File: src/logic/mci_err_pkg.sv
// Error vector types, hardware error bit indices and source counts
`default_nettype none

package mci_err_pkg;

  //////////////////////////////////////////////////
  // Hardware fatal group
  //////////////////////////////////////////////////

  localparam int unsigned HwFatalCount = 3;

  localparam int unsigned HwFatalNmiPin          = 0;
  localparam int unsigned HwFatalSramEccUnc      = 1;
  localparam int unsigned HwFatalDmiAxiCollision = 2;

  //////////////////////////////////////////////////
  // Hardware non-fatal group
  //////////////////////////////////////////////////

  localparam int unsigned HwNonFatalCount = 2;

  localparam int unsigned HwNonFatalMbox0EccUnc = 0;
  localparam int unsigned HwNonFatalMbox1EccUnc = 1;

  //////////////////////////////////////////////////
  // External sources and firmware codes
  //////////////////////////////////////////////////

  // Aggregated error inputs from the rest of the subsystem
  localparam int unsigned AggSrcCount = 8;

  localparam int unsigned FwErrorWidth = 32;

  typedef logic [HwFatalCount-1:0]    hw_fatal_t;
  typedef logic [HwNonFatalCount-1:0] hw_non_fatal_t;
  typedef logic [AggSrcCount-1:0]     agg_error_t;
  typedef logic [FwErrorWidth-1:0]    fw_error_code_t;

endpackage

`default_nettype wire

File: src/logic/mci_wdt_pkg.sv
// Watchdog widths, the timer count type and the watchdog mode encoding
`default_nettype none

package mci_wdt_pkg;

  //////////////////////////////////////////////////
  // Widths
  //////////////////////////////////////////////////

  // Timer count and period share one width
  localparam int unsigned WdtCountWidth = 32;

  //////////////////////////////////////////////////
  // Types
  //////////////////////////////////////////////////

  typedef logic [WdtCountWidth-1:0] wdt_count_t;

  // Decoded from the two timer enables
  //   neither enabled     -> disabled
  //   only timer 1        -> cascade with timer 2 waiting for timer 1 expiry
  //   timer 2 enabled     -> independent timers
  typedef enum logic [1:0] {
    WdtDisabled    = 2'd0,
    WdtCascade     = 2'd1,
    WdtIndependent = 2'd2
  } wdt_mode_e;

endpackage

`default_nettype wire
File: src/logic/err_status_if.sv
// Sticky error state passed from the error registers to the aggregator
`timescale 1ns/1ps
`default_nettype none

interface err_status_if
  import mci_err_pkg::*;
();

  hw_fatal_t      hw_fatal;
  hw_non_fatal_t  hw_non_fatal;
  fw_error_code_t fw_fatal;
  fw_error_code_t fw_non_fatal;

  modport src (
    output hw_fatal,
    output hw_non_fatal,
    output fw_fatal,
    output fw_non_fatal
  );

  modport sink (
    input hw_fatal,
    input hw_non_fatal,
    input fw_fatal,
    input fw_non_fatal
  );

endinterface

`default_nettype wire

File: src/logic/wdt_timer_if.sv
// Link between the watchdog controller and one watchdog timer
`timescale 1ns/1ps
`default_nettype none

interface wdt_timer_if
  import mci_wdt_pkg::*;
();

  logic       run;
  logic       restart;
  wdt_count_t period;
  wdt_count_t count;
  logic       timeout;

  // Controller side
  modport ctrl (
    output run,
    output restart,
    output period,
    input  count,
    input  timeout
  );

  // Counter side
  modport timer (
    input  run,
    input  restart,
    input  period,
    output count,
    output timeout
  );

endinterface

`default_nettype wire

File: src/logic/mci_top.sv
// Management controller top level with the watchdog, error registers and aggregator
`timescale 1ns/1ps
`default_nettype none

module mci_top
  import mci_wdt_pkg::*;
  import mci_err_pkg::*;
(
  input  logic           core_clk_i,
  input  logic           arst_n_i,
  // Watchdog
  input  logic           timer1_en_i,
  input  logic           timer2_en_i,
  input  logic           timer1_restart_i,
  input  logic           timer2_restart_i,
  input  logic           t1_timeout_serviced_i,
  input  logic           t2_timeout_serviced_i,
  input  wdt_count_t     t1_period_i,
  input  wdt_count_t     t2_period_i,
  output logic           t1_timeout_o,
  output logic           t2_timeout_o,
  // Hardware and firmware error sources
  input  logic           mcu_sram_ecc_unc_i,
  input  logic           mcu_sram_dmi_axi_collision_i,
  input  logic           mbox0_ecc_unc_i,
  input  logic           mbox1_ecc_unc_i,
  input  hw_fatal_t      hw_error_fatal_clr_i,
  input  hw_non_fatal_t  hw_error_non_fatal_clr_i,
  input  logic           fw_error_fatal_wr_i,
  input  logic           fw_error_non_fatal_wr_i,
  input  fw_error_code_t fw_error_fatal_code_i,
  input  fw_error_code_t fw_error_non_fatal_code_i,
  output hw_fatal_t      hw_error_fatal_o,
  output hw_non_fatal_t  hw_error_non_fatal_o,
  // Aggregation
  input  hw_fatal_t      hw_error_fatal_mask_i,
  input  hw_non_fatal_t  hw_error_non_fatal_mask_i,
  input  fw_error_code_t fw_error_fatal_mask_i,
  input  fw_error_code_t fw_error_non_fatal_mask_i,
  input  agg_error_t     agg_error_fatal_i,
  input  agg_error_t     agg_error_non_fatal_i,
  input  agg_error_t     agg_error_fatal_mask_i,
  input  agg_error_t     agg_error_non_fatal_mask_i,
  output logic           all_error_fatal_o,
  output logic           all_error_non_fatal_o
);

  logic nmi;

  err_status_if status_if ();

  mci_wdt u_wdt (
    .core_clk_i            (core_clk_i),
    .arst_n_i              (arst_n_i),
    .timer1_en_i           (timer1_en_i),
    .timer2_en_i           (timer2_en_i),
    .timer1_restart_i      (timer1_restart_i),
    .timer2_restart_i      (timer2_restart_i),
    .t1_timeout_serviced_i (t1_timeout_serviced_i),
    .t2_timeout_serviced_i (t2_timeout_serviced_i),
    .t1_period_i           (t1_period_i),
    .t2_period_i           (t2_period_i),
    .t1_timeout_o          (t1_timeout_o),
    .t2_timeout_o          (t2_timeout_o),
    .nmi_o                 (nmi)
  );

  mci_error_regs u_error_regs (
    .core_clk_i                   (core_clk_i),
    .arst_n_i                     (arst_n_i),
    .nmi_i                        (nmi),
    .mcu_sram_ecc_unc_i           (mcu_sram_ecc_unc_i),
    .mcu_sram_dmi_axi_collision_i (mcu_sram_dmi_axi_collision_i),
    .mbox0_ecc_unc_i              (mbox0_ecc_unc_i),
    .mbox1_ecc_unc_i              (mbox1_ecc_unc_i),
    .hw_error_fatal_clr_i         (hw_error_fatal_clr_i),
    .hw_error_non_fatal_clr_i     (hw_error_non_fatal_clr_i),
    .fw_error_fatal_wr_i          (fw_error_fatal_wr_i),
    .fw_error_non_fatal_wr_i      (fw_error_non_fatal_wr_i),
    .fw_error_fatal_code_i        (fw_error_fatal_code_i),
    .fw_error_non_fatal_code_i    (fw_error_non_fatal_code_i),
    .status                       (status_if.src)
  );

  mci_error_agg u_error_agg (
    .core_clk_i                 (core_clk_i),
    .arst_n_i                   (arst_n_i),
    .status                     (status_if.sink),
    .hw_error_fatal_mask_i      (hw_error_fatal_mask_i),
    .hw_error_non_fatal_mask_i  (hw_error_non_fatal_mask_i),
    .fw_error_fatal_mask_i      (fw_error_fatal_mask_i),
    .fw_error_non_fatal_mask_i  (fw_error_non_fatal_mask_i),
    .agg_error_fatal_i          (agg_error_fatal_i),
    .agg_error_non_fatal_i      (agg_error_non_fatal_i),
    .agg_error_fatal_mask_i     (agg_error_fatal_mask_i),
    .agg_error_non_fatal_mask_i (agg_error_non_fatal_mask_i),
    .all_error_fatal_o          (all_error_fatal_o),
    .all_error_non_fatal_o      (all_error_non_fatal_o)
  );

  // Sticky status is visible outside for polling
  assign hw_error_fatal_o     = status_if.hw_fatal;
  assign hw_error_non_fatal_o = status_if.hw_non_fatal;

endmodule

`default_nettype wire

File: src/logic/mci_error_agg.sv
// Error masking and two-stage registered combination into fatal and non-fatal
`timescale 1ns/1ps
`default_nettype none

module mci_error_agg
  import mci_err_pkg::*;
(
  input  logic           core_clk_i,
  input  logic           arst_n_i,
  err_status_if.sink     status,
  input  hw_fatal_t      hw_error_fatal_mask_i,
  input  hw_non_fatal_t  hw_error_non_fatal_mask_i,
  input  fw_error_code_t fw_error_fatal_mask_i,
  input  fw_error_code_t fw_error_non_fatal_mask_i,
  input  agg_error_t     agg_error_fatal_i,
  input  agg_error_t     agg_error_non_fatal_i,
  input  agg_error_t     agg_error_fatal_mask_i,
  input  agg_error_t     agg_error_non_fatal_mask_i,
  output logic           all_error_fatal_o,
  output logic           all_error_non_fatal_o
);

  logic fatal_cond;
  logic non_fatal_cond;
  logic fatal_cond_q;
  logic non_fatal_cond_q;

  // A set mask bit hides its source
  assign fatal_cond = |(status.hw_fatal & ~hw_error_fatal_mask_i) |
                      |(status.fw_fatal & ~fw_error_fatal_mask_i) |
                      |(agg_error_fatal_i & ~agg_error_fatal_mask_i);

  assign non_fatal_cond = |(status.hw_non_fatal & ~hw_error_non_fatal_mask_i) |
                          |(status.fw_non_fatal & ~fw_error_non_fatal_mask_i) |
                          |(agg_error_non_fatal_i & ~agg_error_non_fatal_mask_i);

  //////////////////////////////////////////////////
  // Output pipeline
  //////////////////////////////////////////////////

  always_ff @(posedge core_clk_i or negedge arst_n_i) begin
    if (!arst_n_i) begin
      fatal_cond_q          <= 1'b0;
      non_fatal_cond_q      <= 1'b0;
      all_error_fatal_o     <= 1'b0;
      all_error_non_fatal_o <= 1'b0;
    end else begin
      fatal_cond_q          <= fatal_cond;
      non_fatal_cond_q      <= non_fatal_cond;
      all_error_fatal_o     <= fatal_cond_q;
      all_error_non_fatal_o <= non_fatal_cond_q;
    end
  end

  fatal_rise_has_cause_a: assert property (
    @(posedge core_clk_i) disable iff (!arst_n_i)
    $rose(all_error_fatal_o) |-> $past(fatal_cond, 2)
  ) else $error("mci_error_agg: all_error_fatal rose without an unmasked source");

  non_fatal_rise_has_cause_a: assert property (
    @(posedge core_clk_i) disable iff (!arst_n_i)
    $rose(all_error_non_fatal_o) |-> $past(non_fatal_cond, 2)
  ) else $error("mci_error_agg: all_error_non_fatal rose without an unmasked source");

endmodule

`default_nettype wire

File: src/logic/mci_error_regs.sv
// Sticky hardware error bits with W1C and the firmware error code registers
`timescale 1ns/1ps
`default_nettype none

module mci_error_regs
  import mci_err_pkg::*;
(
  input  logic           core_clk_i,
  input  logic           arst_n_i,
  input  logic           nmi_i,
  input  logic           mcu_sram_ecc_unc_i,
  input  logic           mcu_sram_dmi_axi_collision_i,
  input  logic           mbox0_ecc_unc_i,
  input  logic           mbox1_ecc_unc_i,
  input  hw_fatal_t      hw_error_fatal_clr_i,
  input  hw_non_fatal_t  hw_error_non_fatal_clr_i,
  input  logic           fw_error_fatal_wr_i,
  input  logic           fw_error_non_fatal_wr_i,
  input  fw_error_code_t fw_error_fatal_code_i,
  input  fw_error_code_t fw_error_non_fatal_code_i,
  err_status_if.src      status
);

  hw_fatal_t      hw_fatal_set;
  hw_fatal_t      hw_fatal_q;
  hw_non_fatal_t  hw_non_fatal_set;
  hw_non_fatal_t  hw_non_fatal_q;
  fw_error_code_t fw_fatal_q;
  fw_error_code_t fw_non_fatal_q;

  //////////////////////////////////////////////////
  // Hardware error set vectors
  //////////////////////////////////////////////////

  always_comb begin
    hw_fatal_set                         = '0;
    hw_fatal_set[HwFatalNmiPin]          = nmi_i;
    hw_fatal_set[HwFatalSramEccUnc]      = mcu_sram_ecc_unc_i;
    hw_fatal_set[HwFatalDmiAxiCollision] = mcu_sram_dmi_axi_collision_i;

    hw_non_fatal_set                        = '0;
    hw_non_fatal_set[HwNonFatalMbox0EccUnc] = mbox0_ecc_unc_i;
    hw_non_fatal_set[HwNonFatalMbox1EccUnc] = mbox1_ecc_unc_i;
  end

  // Sticky HW_ERROR_FATAL and HW_ERROR_NON_FATAL where a new event beats a W1C
  always_ff @(posedge core_clk_i or negedge arst_n_i) begin
    if (!arst_n_i) begin
      hw_fatal_q     <= '0;
      hw_non_fatal_q <= '0;
    end else begin
      hw_fatal_q     <= (hw_fatal_q & ~hw_error_fatal_clr_i) | hw_fatal_set;
      hw_non_fatal_q <= (hw_non_fatal_q & ~hw_error_non_fatal_clr_i) | hw_non_fatal_set;
    end
  end

  //////////////////////////////////////////////////
  // Firmware error codes
  //////////////////////////////////////////////////

  always_ff @(posedge core_clk_i or negedge arst_n_i) begin
    if (!arst_n_i) begin
      fw_fatal_q     <= '0;
      fw_non_fatal_q <= '0;
    end else begin
      if (fw_error_fatal_wr_i) begin
        fw_fatal_q <= fw_error_fatal_code_i;
      end
      if (fw_error_non_fatal_wr_i) begin
        fw_non_fatal_q <= fw_error_non_fatal_code_i;
      end
    end
  end

  assign status.hw_fatal     = hw_fatal_q;
  assign status.hw_non_fatal = hw_non_fatal_q;
  assign status.fw_fatal     = fw_fatal_q;
  assign status.fw_non_fatal = fw_non_fatal_q;

  hw_error_set_a: assert property (
    @(posedge core_clk_i) disable iff (!arst_n_i)
    (|hw_fatal_set || |hw_non_fatal_set) |=>
      ((hw_fatal_q & $past(hw_fatal_set)) == $past(hw_fatal_set)) &&
      ((hw_non_fatal_q & $past(hw_non_fatal_set)) == $past(hw_non_fatal_set))
  ) else $error("mci_error_regs: error source pulse did not set its sticky bit");

endmodule

`default_nettype wire

File: src/logic/mci_wdt.sv
// Two-stage watchdog with mode decode, cascade sequencing and NMI generation
`timescale 1ns/1ps
`default_nettype none

module mci_wdt
  import mci_wdt_pkg::*;
(
  input  logic       core_clk_i,
  input  logic       arst_n_i,
  input  logic       timer1_en_i,
  input  logic       timer2_en_i,
  input  logic       timer1_restart_i,
  input  logic       timer2_restart_i,
  input  logic       t1_timeout_serviced_i,
  input  logic       t2_timeout_serviced_i,
  input  wdt_count_t t1_period_i,
  input  wdt_count_t t2_period_i,
  output logic       t1_timeout_o,
  output logic       t2_timeout_o,
  output logic       nmi_o
);

  wdt_timer_if t1_if ();
  wdt_timer_if t2_if ();

  wdt_mode_e wdt_mode;
  logic      t1_service;
  logic      t2_service;
  logic      t2_run;
  logic      t2_timeout_q;
  logic      nmi_q;

  always_comb begin
    case ({timer1_en_i, timer2_en_i})
      2'b00:   wdt_mode = WdtDisabled;
      2'b10:   wdt_mode = WdtCascade;
      default: wdt_mode = WdtIndependent;
    endcase
  end

  // A service only counts against a pending timeout
  assign t1_service = t1_timeout_serviced_i && t1_if.timeout;
  assign t2_service = t2_timeout_serviced_i && t2_if.timeout;

  //////////////////////////////////////////////////
  // Timer 1
  //////////////////////////////////////////////////

  assign t1_if.run     = timer1_en_i;
  assign t1_if.period  = t1_period_i;
  assign t1_if.restart = (timer1_restart_i && !t1_if.timeout) || t1_service;

  wdt_timer u_timer1 (
    .core_clk_i (core_clk_i),
    .arst_n_i   (arst_n_i),
    .tmr        (t1_if.timer)
  );

  //////////////////////////////////////////////////
  // Timer 2
  //////////////////////////////////////////////////

  // In cascade mode timer 2 only counts while timer 1 sits expired
  always_comb begin
    case (wdt_mode)
      WdtCascade:     t2_run = t1_if.timeout;
      WdtIndependent: t2_run = timer2_en_i;
      default:        t2_run = 1'b0;
    endcase
  end

  assign t2_if.run     = t2_run;
  assign t2_if.period  = t2_period_i;
  assign t2_if.restart = (timer2_restart_i && !t2_if.timeout) || t2_service ||
                         ((wdt_mode == WdtCascade) && t1_service);

  wdt_timer u_timer2 (
    .core_clk_i (core_clk_i),
    .arst_n_i   (arst_n_i),
    .tmr        (t2_if.timer)
  );

  // NMI is a one-cycle pulse on the rising edge of the timer 2 timeout
  always_ff @(posedge core_clk_i or negedge arst_n_i) begin
    if (!arst_n_i) begin
      t2_timeout_q <= 1'b0;
      nmi_q        <= 1'b0;
    end else begin
      t2_timeout_q <= t2_if.timeout;
      nmi_q        <= t2_if.timeout && !t2_timeout_q;
    end
  end

  assign t1_timeout_o = t1_if.timeout;
  assign t2_timeout_o = t2_if.timeout;
  assign nmi_o        = nmi_q;

  cascade_t2_after_t1_a: assert property (
    @(posedge core_clk_i) disable iff (!arst_n_i)
    $rose(t2_if.timeout) && $past(wdt_mode == WdtCascade) |-> $past(t1_if.timeout)
  ) else $error("mci_wdt: cascade timer 2 expired without timer 1 timeout");

endmodule

`default_nettype wire

File: src/logic/wdt_timer.sv
// Single watchdog counter with restart, period compare and sticky timeout
`timescale 1ns/1ps
`default_nettype none

module wdt_timer
  import mci_wdt_pkg::*;
(
  input  logic       core_clk_i,
  input  logic       arst_n_i,
  wdt_timer_if.timer tmr
);

  wdt_count_t count_q;
  logic       timeout_q;
  logic       expire;

  // Reaching the period while running expires the timer
  assign expire = tmr.run && !timeout_q && (count_q == tmr.period);

  always_ff @(posedge core_clk_i or negedge arst_n_i) begin
    if (!arst_n_i) begin
      count_q   <= '0;
      timeout_q <= 1'b0;
    end else if (tmr.restart) begin
      // Restart from a pet or service wins over counting
      count_q   <= '0;
      timeout_q <= 1'b0;
    end else if (expire) begin
      // Count freezes at the period once expired
      timeout_q <= 1'b1;
    end else if (tmr.run && !timeout_q) begin
      count_q <= count_q + wdt_count_t'(1);
    end
  end

  assign tmr.count   = count_q;
  assign tmr.timeout = timeout_q;

  //////////////////////////////////////////////////
  // Assertions
  //////////////////////////////////////////////////

  restart_clears_count_a: assert property (
    @(posedge core_clk_i) disable iff (!arst_n_i)
    tmr.restart |=> (tmr.count == '0) && !tmr.timeout
  ) else $error("wdt_timer: count or timeout not cleared after restart");

endmodule

`default_nettype wire

File: config.mk
export PLATFORM = sky130hd
export DESIGN_NAME = mci_top
export DESIGN_NICKNAME = d
export VERILOG_FILES = /design/src/logic/mci_err_pkg.sv /design/src/logic/mci_wdt_pkg.sv /design/src/logic/err_status_if.sv /design/src/logic/wdt_timer_if.sv /design/src/logic/mci_top.sv /design/src/logic/mci_error_agg.sv /design/src/logic/mci_error_regs.sv /design/src/logic/mci_wdt.sv /design/src/logic/wdt_timer.sv
export SDC_FILE = /design/constraint.sdc
export NUM_CORES = 1
export LEC_CHECK = 0
export BUFFER_PORTS_ARGS = -buffer_cell sky130_fd_sc_hd__buf_2
export CAP_MARGIN = 10
export CORE_ASPECT_RATIO = 0.6
export CORE_MARGIN = 1
export CORE_UTILIZATION = 30
export CTS_CLUSTER_SIZE = 24
export DETAILED_ROUTE_END_ITERATION = 6
export GPL_ROUTABILITY_DRIVEN = 0
export PLACE_DENSITY = 0.56
export SLEW_MARGIN = 40
export SYNTH_ARGS = -nofsm -noshare
export SYNTH_HDL_FRONTEND = slang
export SYNTH_SLANG_ARGS = --single-unit
export TNS_END_PERCENT = 30
File: constraint.sdc
create_clock -name core_clk_i -period 4.3 [get_ports core_clk_i]
set_input_delay 0.43 -clock core_clk_i [delete_from_list [all_inputs] [get_ports core_clk_i]]
set_output_delay 0.43 -clock core_clk_i [all_outputs]
set_load 0.005 [all_outputs]
==> results of run 1 <==
-- area by class of cell --
type,count,area share (%)
Tap cell,322,4.07
Multi-Input combinational cell,574,36.3
Clock buffer,21,4.75
Inverter,94,3.56
Timing Repair Buffer,261,13.6
Sequential cell,141,35.6
Clock inverter,10,2.12
-- where the power goes --
group,switching [W],leakage (nW),internal (W)
Sequential,0.0000274,1.81,0.00139
Combinational,0.000196,2.78,0.000168
Clock,0.000581,0.329,0.00113
Total,0.000804,4.92,0.00269
-- cell usage after synthesis (5+ instances only) --
| cell type | n |
|---|---|
| o21ai_0 | 75 |
| or3_1 | 21 |
| nand2_1 | 89 |
| nor2_1 | 29 |
| and4_1 | 7 |
| xor2_1 | 69 |
| clkbuf_1 | 21 |
| nand2b_1 | 10 |
| xnor2_1 | 5 |
| nor3_1 | 6 |
| o211ai_1 | 7 |
| buf_2 | 8 |
| mux2_2 | 17 |
| o22ai_1 | 32 |
| a31o_2 | 6 |
| and3_1 | 18 |
| nand4_1 | 17 |
| and2_1 | 6 |
| nor4_1 | 24 |
| inv_1 | 94 |
| nand3_1 | 28 |
| o31ai_1 | 5 |
| mux2i_1 | 9 |
| dfrtp_1 | 141 |
| a221oi_1 | 6 |
| o21a_1 | 6 |
| or4_1 | 11 |
| a21oi_1 | 38 |
-- metrics by stage --
stage,instance area (um^2),utilization (%),hold WS [ns]
after floorplan,7610,-,0.134
after global placement,9210,37.5,0.333
after detailed placement,9220,37.5,0.335
after CTS,9910,40.4,0.138
after global routing,9910,40.4,0.140
final,9910,40.4,0.166
-- sequential cells by signal, summed over array words and instances (netlist names) --
| name | flops |
|---|---|
| u_error_regs.status.fw_fatal | 32 |
| u_wdt.u_timer1.tmr.timeout | 1 |
| u_error_regs.status.fw_non_fatal | 32 |
| u_wdt.u_timer1.tmr.count | 32 |
| u_error_regs.status.hw_non_fatal | 2 |
| u_wdt.u_timer2.tmr.count | 32 |
| u_error_regs.status.hw_fatal | 3 |
| u_error_agg.all_error_non_fatal_o | 1 |
| u_error_agg.all_error_fatal_o | 1 |
| u_wdt.t2_timeout_q | 1 |
| u_error_agg.fatal_cond_q | 1 |
| u_wdt.nmi_o | 1 |
| u_error_agg.non_fatal_cond_q | 1 |
| u_wdt.u_timer2.tmr.timeout | 1 |
-- worst paths after layout --
check,start,end,slack [ns],cells after the start
worst max-delay path,u_wdt.u_timer1.tmr.count[6],u_wdt.u_timer1.tmr.count[14],1.70,6
worst min-delay path,hw_error_fatal_clr_i[2],u_error_regs.status.hw_fatal[2],0.17,2
worst max register to register,u_wdt.u_timer1.tmr.count[6],u_wdt.u_timer1.tmr.count[14],1.70,6
worst min register to register,u_error_agg.fatal_cond_q,u_error_agg.all_error_fatal_o,0.35,0
max in group asynchronous,arst_n_i,u_error_regs.status.fw_non_fatal[16],2.89,3
min in group asynchronous,arst_n_i,u_wdt.u_timer2.tmr.count[31],0.55,2
-- metal layers --
metal	routed length (um)	vias to the layer above	GRT usage, %
met1	11900	3299	26.4
met5	0	-	0
met2	9550	189	24.8
met3	1200	12	4.50
li1	-	3437	-
met4	214	0	4.49
-- layout by cell type, fill, tap and decap left out, types with 2 or more instances in the layout --
master	count
nand2_1	88
o21ai_1	2
o31ai_1	5
a21oi_1	38
clkbuf_8	3
o221ai_1	2
nand3_1	28
inv_1	94
nand4_1	17
nor3_1	6
a31o_2	6
o21a_1	6
dfrtp_1	141
mux2i_1	9
xnor2_1	5
bufinv_16	6
and4_1	7
clkinv_4	2
nor2b_1	4
and2_1	6
buf_4	5
nor4_1	24
clkbuf_16	17
or4_1	11
nor2_1	29
a221oi_1	6
ha_1	2
xor2_1	69
o211ai_1	7
and3_1	18
nand2b_1	10
o21bai_1	4
or3_1	21
o22ai_1	32
buf_2	253
a21o_1	3
mux2_2	17
o21ai_0	74
-- cell families (layout without fill, tap and decap cells) --
| logic type | count (synthesis) | after routing | share of synthesized area, % |
|---|---|---|---|
| AOI/OAI and AO/OA | 196 | 196 | 15.8 |
| xor gates and xnor gates | 74 | 74 | 8.51 |
| adders and majority gates | 2 | 2 | 0.329 |
| buffers and inverters | 125 | 386 | 6.39 |
| DFF | 141 | 141 | 46.3 |
| muxes | 26 | 26 | 3.70 |
| and+or+nand+nor | 276 | 276 | 18.9 |
==> impl_results.md, run 1 <==
* Die width at 208 um
* Async SR Flop Fraction at 100%
* CP max stage delay at 0.62 ns
* Gr usage total at 17.6%
* Final Non-Filler Cells at 1423
* Worst-path clk slew at 0.06 ns
* Post-synth top area cell: dfrtp_1
* Final global-route overflow total at 0
* Post-Syn Area per Cell at 9.06 um^2
* Avg Vias per Cell at 4.87
* Max-slew violations at 0
* DP HPWL at 17.4 mm
* Mapped Cells at 840
* Hold crit path type: in2reg
* Reg area at 0.00353 mm^2
* Share of cells above drive strength 1 at 29.1%
* Post-CTS Setup Bufs at 0
* Status: finished, final reports clean
* Worst path cell trace: xor2_1 -> nor4_1 -> and4_1 -> a21oi_1 -> and3_1 -> mux2i_1
* Clk root buf: clkbuf_16
* Starting density of the core at 31.0%
* Slew margin rel. at 47.3%
* # resized after CTS at 0
* DR iter-0 viols at 418
* Vias after detailed routing at 6937
* Antenna violations before repair at 0
* Final WL at 22.9 mm
* Final period util at about three fifths
* Post-Synthesis Cell Area at 0.00761 mm^2
* Top FF cell, synth: dfrtp_1
* Post-Place Cells at 1391
* # clock sinks at 141
* Worst-path fanout max at 9
* Antenna Nets Post-Route at 0
* Worst path bufs/invs at 0
* Synth top area share at a little under half
* Critical path class: reg2reg
* Number of enable flip-flop cells after synthesis at 0
* Synth Warn # at 0
* 1st-pass router iterations at 4
* Pre-CTS setup slack at between 1.5 and 2 ns
* NumNets Final at 1339
* Setup ws final at 1.70 ns
* Layout area overhead at 30.2%
* Port bufs at 256
* Sequential area share after synthesis at 46.3%
* Synthesized net count at 1090
* Setup crit start kind: flip-flop
* CP max stage cell: nor4_1
* Latest clock arrival within the worst-skew pair at 0.43 ns
* H-Tree Depth at 4
* Ports at 257
* Multi-input logic area at 0.00360 mm^2
* Area contributors post-synth: dfrtp_1 (46%), xor2_1 (7.9%), o21ai_0 (4.9%)
* Max rail drop VDD at 231 uV
* Chip height at 125 um
* First-pass GRT wire length at 35.6 mm
* Total of max-cap violations at 0
* CTS tree: built
* WL/cell at 16.1 um
* # DRC at 0
* Crit. End Element: flip-flop
* Final Hold Viols at 0
* Antenna diodes at 0
* Num CTS Buffers at 17
* Core area at ~0.025 mm^2
* Setup Skew at 0.0120 ns
* # hold bufs at CTS at 1
* Setup tns final at 0 ns
* Core Rows at 44
* Filler instances at 2511
* Leak at between 4 and 5 nW
* RSZ-0062 raised after global routing: false
* Flop and latch count out of synthesis at 141
* # setup viols final at 0
* Top delay family on crit path: simple AND/OR/NAND/NOR gates
* Number of global-route vias before repair at 6570
* Largest net degree at the start of global routing at 78
* Max Clk Rate at 0.385 GHz
* Die Area at 0.0260 mm^2
* Distinct cells, synth at 53
* Worst Max-Slew Pin Slew at just under 0.8 ns
* Total power at 0.00349 W
* Req. time, crit path at between 4 and 5 ns
* WP data arrival at approximately 2.9 ns
* Power Dens Cells at between 300 and 400 mW/mm^2
* Min Tclk post-route at 2.60 ns
* Clk buf depth at 2
(Power assumes the default switching activity.)
==> run 2: changes to the inputs <==
ABC_AREA = 1   (was not set)
clock period = 2.2 ns   (was 4.3 ns; I/O delays follow)
==> run 2 against run 1 <==
Compared with the run above:
- clock skew about the same
- first-iteration DRC count up 99%
- clock power up 74%
- utilization about the same
- cell count up 46%
- via count up 36%
- register-to-register slack worse by 1.5 ns
- largest power group unchanged
==> impl_results.md, run 2 <==
* Sequential area share after synthesis at ~37%
* Largest family of logic cells by synthesized area: simple AND/OR/NAND/NOR gates
* Final global-route overflow total at 0
* Setup tns final at 0 ns
* Distinct cells, synth at 33
* Total of max-cap violations at 0
* Synth Warn # at 0
* Final Hold Viols at 0
* Core Rows at 50
* Setup crit start kind: flip-flop
* Share of cells above drive strength 1 at 25.1%
* # hold bufs at CTS at 73
* Number of global-route vias before repair at ~8.9k
* Gr usage total at 18.6%
* Ports at around 260
* Antenna diodes at 0
* Synthesized net count at around 1.6k
* Critical path class: reg2reg
* DP HPWL at between 20 and 25 mm
* 1st-pass router iterations at 5
* Clk buf depth at 2
* Post-Syn Area per Cell at 7.19 um^2
* Worst-path fanout max at 32
* Avg Vias per Cell at 4.55
* Die Area at 0.0324 mm^2
* Mapped Cells at about 1.3k
* Crit. End Element: flip-flop
* Leak at 6.25 nW
* WL/cell at 14.4 um
* Cell with the most instances after synthesis: nand2_1
* Post-synth top area cell: dfrtp_1
* RSZ-0062 raised after global routing: false
* # resized after CTS at 0
* WP data arrival at about 2.4 ns
* Num CTS Buffers at 17
* Simple-gate area share of the yosys netlist at a little under two fifths
* Vias after detailed routing at 9441
* Top FF cell, synth: dfrtp_1
* Slew margin rel. at roughly 53%
* Most common cell after layout, fill and taps aside: nand2_1
* Max rail drop VDD at 522 uV
* Multi-input logic area at 0.00494 mm^2
* Antenna Nets Post-Route at 0
* # setup viols final at 0
* Max Clk Rate at 0.501 GHz
* Hold depth at 3
* Post-Place Cells at 1971
* CTS tree: built
* Fin Hold WS at ~0.027 ns
* Clk root buf: clkbuf_16
* Mux cell area share after synthesis at 0%
* Setup Skew at roughly 0.012 ns
* Top cells by count, synth: nand2_1 (410), inv_1 (180), dfrtp_1 (141)
* NumNets Final at 1897
* Final Non-Filler Cells at roughly 2.1k
* Core area at 0.0312 mm^2
* Max-slew violations at 0
* DR iter-0 viols at 831
* Area contributors post-synth: dfrtp_1 (37%), nand2_1 (16%), inv_1 (7.1%)
* Largest net degree at the start of global routing at 66
* First-pass GRT wire length at 47.1 mm
* Post-Synth Adder-Cell Area at 0.263%
* Antenna violations before repair at 0
* Min Tclk post-route at 2.00 ns
* Xor-xnor portion of the synthesized cell area at 7.47%
* Die width at between 200 and 250 um
* # DRC at 0
* Worst Max-Slew Pin Slew at 0.710 ns
* Post-synthesis compound-gate area fraction at 6.74%
* Final period util at 90.7%
* Req. time, crit path at 2.58 ns
* Commonest cells after routing, fill and taps aside: nand2_1 (410), buf_2 (255), inv_1 (180)
* Final WL at between 20 and 30 mm
* Port bufs at between 200 and 300
* Worst-path clk slew at 0.07 ns
* R2R depth at 11
* Post-CTS Setup Bufs at 0
* Filler instances at 3208
* Post-Synthesis Cell Area at 0.00950 mm^2
* Synth top area share at 37.1%
* Reg area at 0.00353 mm^2
* Number of enable flip-flop cells after synthesis at 0
* Power Dens Cells at 529 mW/mm^2
* Latest clock arrival within the worst-skew pair at around 0.45 ns
* # clock sinks at about 140
* Hold crit path type: in2reg
* Starting density of the core at a little under a third
* Flop and latch count out of synthesis at 141
* Chip height at 140 um
* H-Tree Depth at 4
* Layout area overhead at 32.5%
* Status: finished, final reports clean
* Async SR Flop Fraction at between 90% and 100%
-- run 2: metal layers --
| metal | part of all wire (%) | up-vias | routed length (um) | GRT usage [%] |
|---|---|---|---|---|
| met1 | 51 | 4335 | 15200 | 27.8 |
| met5 | 0 | - | 0 | 0 |
| met3 | 6.1 | 25 | 1810 | 4.43 |
| li1 | - | 4827 | - | - |
| met2 | 42 | 254 | 12500 | 26.8 |
| met4 | 1.1 | 0 | 331 | 4.19 |
-- run 2: worst max-delay path: stages (launching register included) --
cell     delay, ns
dfrtp_1       0.48
inv_1         0.11
nand2_1       0.05
nand2_1       0.05
nand2_1       0.05
nor2_1        0.26
nand2_1       0.14
nor2_4        0.17
nand2_4       0.15
nand2_8       0.29
nand3_1       0.11
nand2_1       0.08
-- run 2: area by class of cell --
type,instances,area share [%]
clock buffer,17,3.38
inverter,195,5.82
sequential,141,28.0
multi-input combinational,938,39.3
clock inverter,15,1.33
timing repair buffer,354,18.1
tap,416,4.14
-- run 2: stage by stage --
| stage | utilization, % | power [W] | setup slack, ns | area (um^2) |
|---|---|---|---|---|
| 5_1_grt | 40.4 | 0.00698 | 0.0849 | 12600 |
| 3_5_place_dp | 36.1 | 0.00363 | 0.244 | 11300 |
| 2_1_floorplan | - | 0.00322 | 0.593 | 9500 |
| 4_1_cts | 40.4 | 0.00675 | 0.223 | 12600 |
| 6_report | 40.4 | 0.00666 | 0.204 | 12600 |
| 3_3_place_gp | 36.1 | 0.00361 | 0.251 | 11300 |
-- run 2: final timing paths --
path	endpoint	startpoint	slack, ns
setup / recovery	u_wdt.u_timer1.tmr.count[17]	u_wdt.u_timer1.tmr.count[21]	0.20
hold / removal	u_error_regs.status.fw_non_fatal[28]	fw_error_non_fatal_code_i[28]	0.03
setup reg to reg	u_wdt.u_timer1.tmr.count[17]	u_wdt.u_timer1.tmr.count[21]	0.20
hold reg to reg	u_error_agg.all_error_fatal_o	u_error_agg.fatal_cond_q	0.34
max in group asynchronous	u_wdt.u_timer2.tmr.count[17]	arst_n_i	1.22
min in group asynchronous	u_wdt.u_timer1.tmr.count[15]	arst_n_i	0.32
-- run 2: cell families (layout without fill, tap and decap cells) --
| kind of cell | Yosys count | after routing |
|---|---|---|
| fa+ha+maj | 2 | 2 |
| simple gates | 740 | 740 |
| buf+inv | 243 | 581 |
| compound gates | 115 | 115 |
| flops | 141 | 141 |
| xor+xnor | 81 | 81 |
-- run 2: power by group --
group / internal [W] / switching, W / leakage (nW) / total [W]
clock: 0.00162 / 0.00135 / 0.292 / 0.00297
combinational: 0.000442 / 0.000495 / 4.14 / 0.000936
sequential: 0.00271 / 0.0000440 / 1.82 / 0.00275
total: 0.00477 / 0.00189 / 6.25 / 0.00666
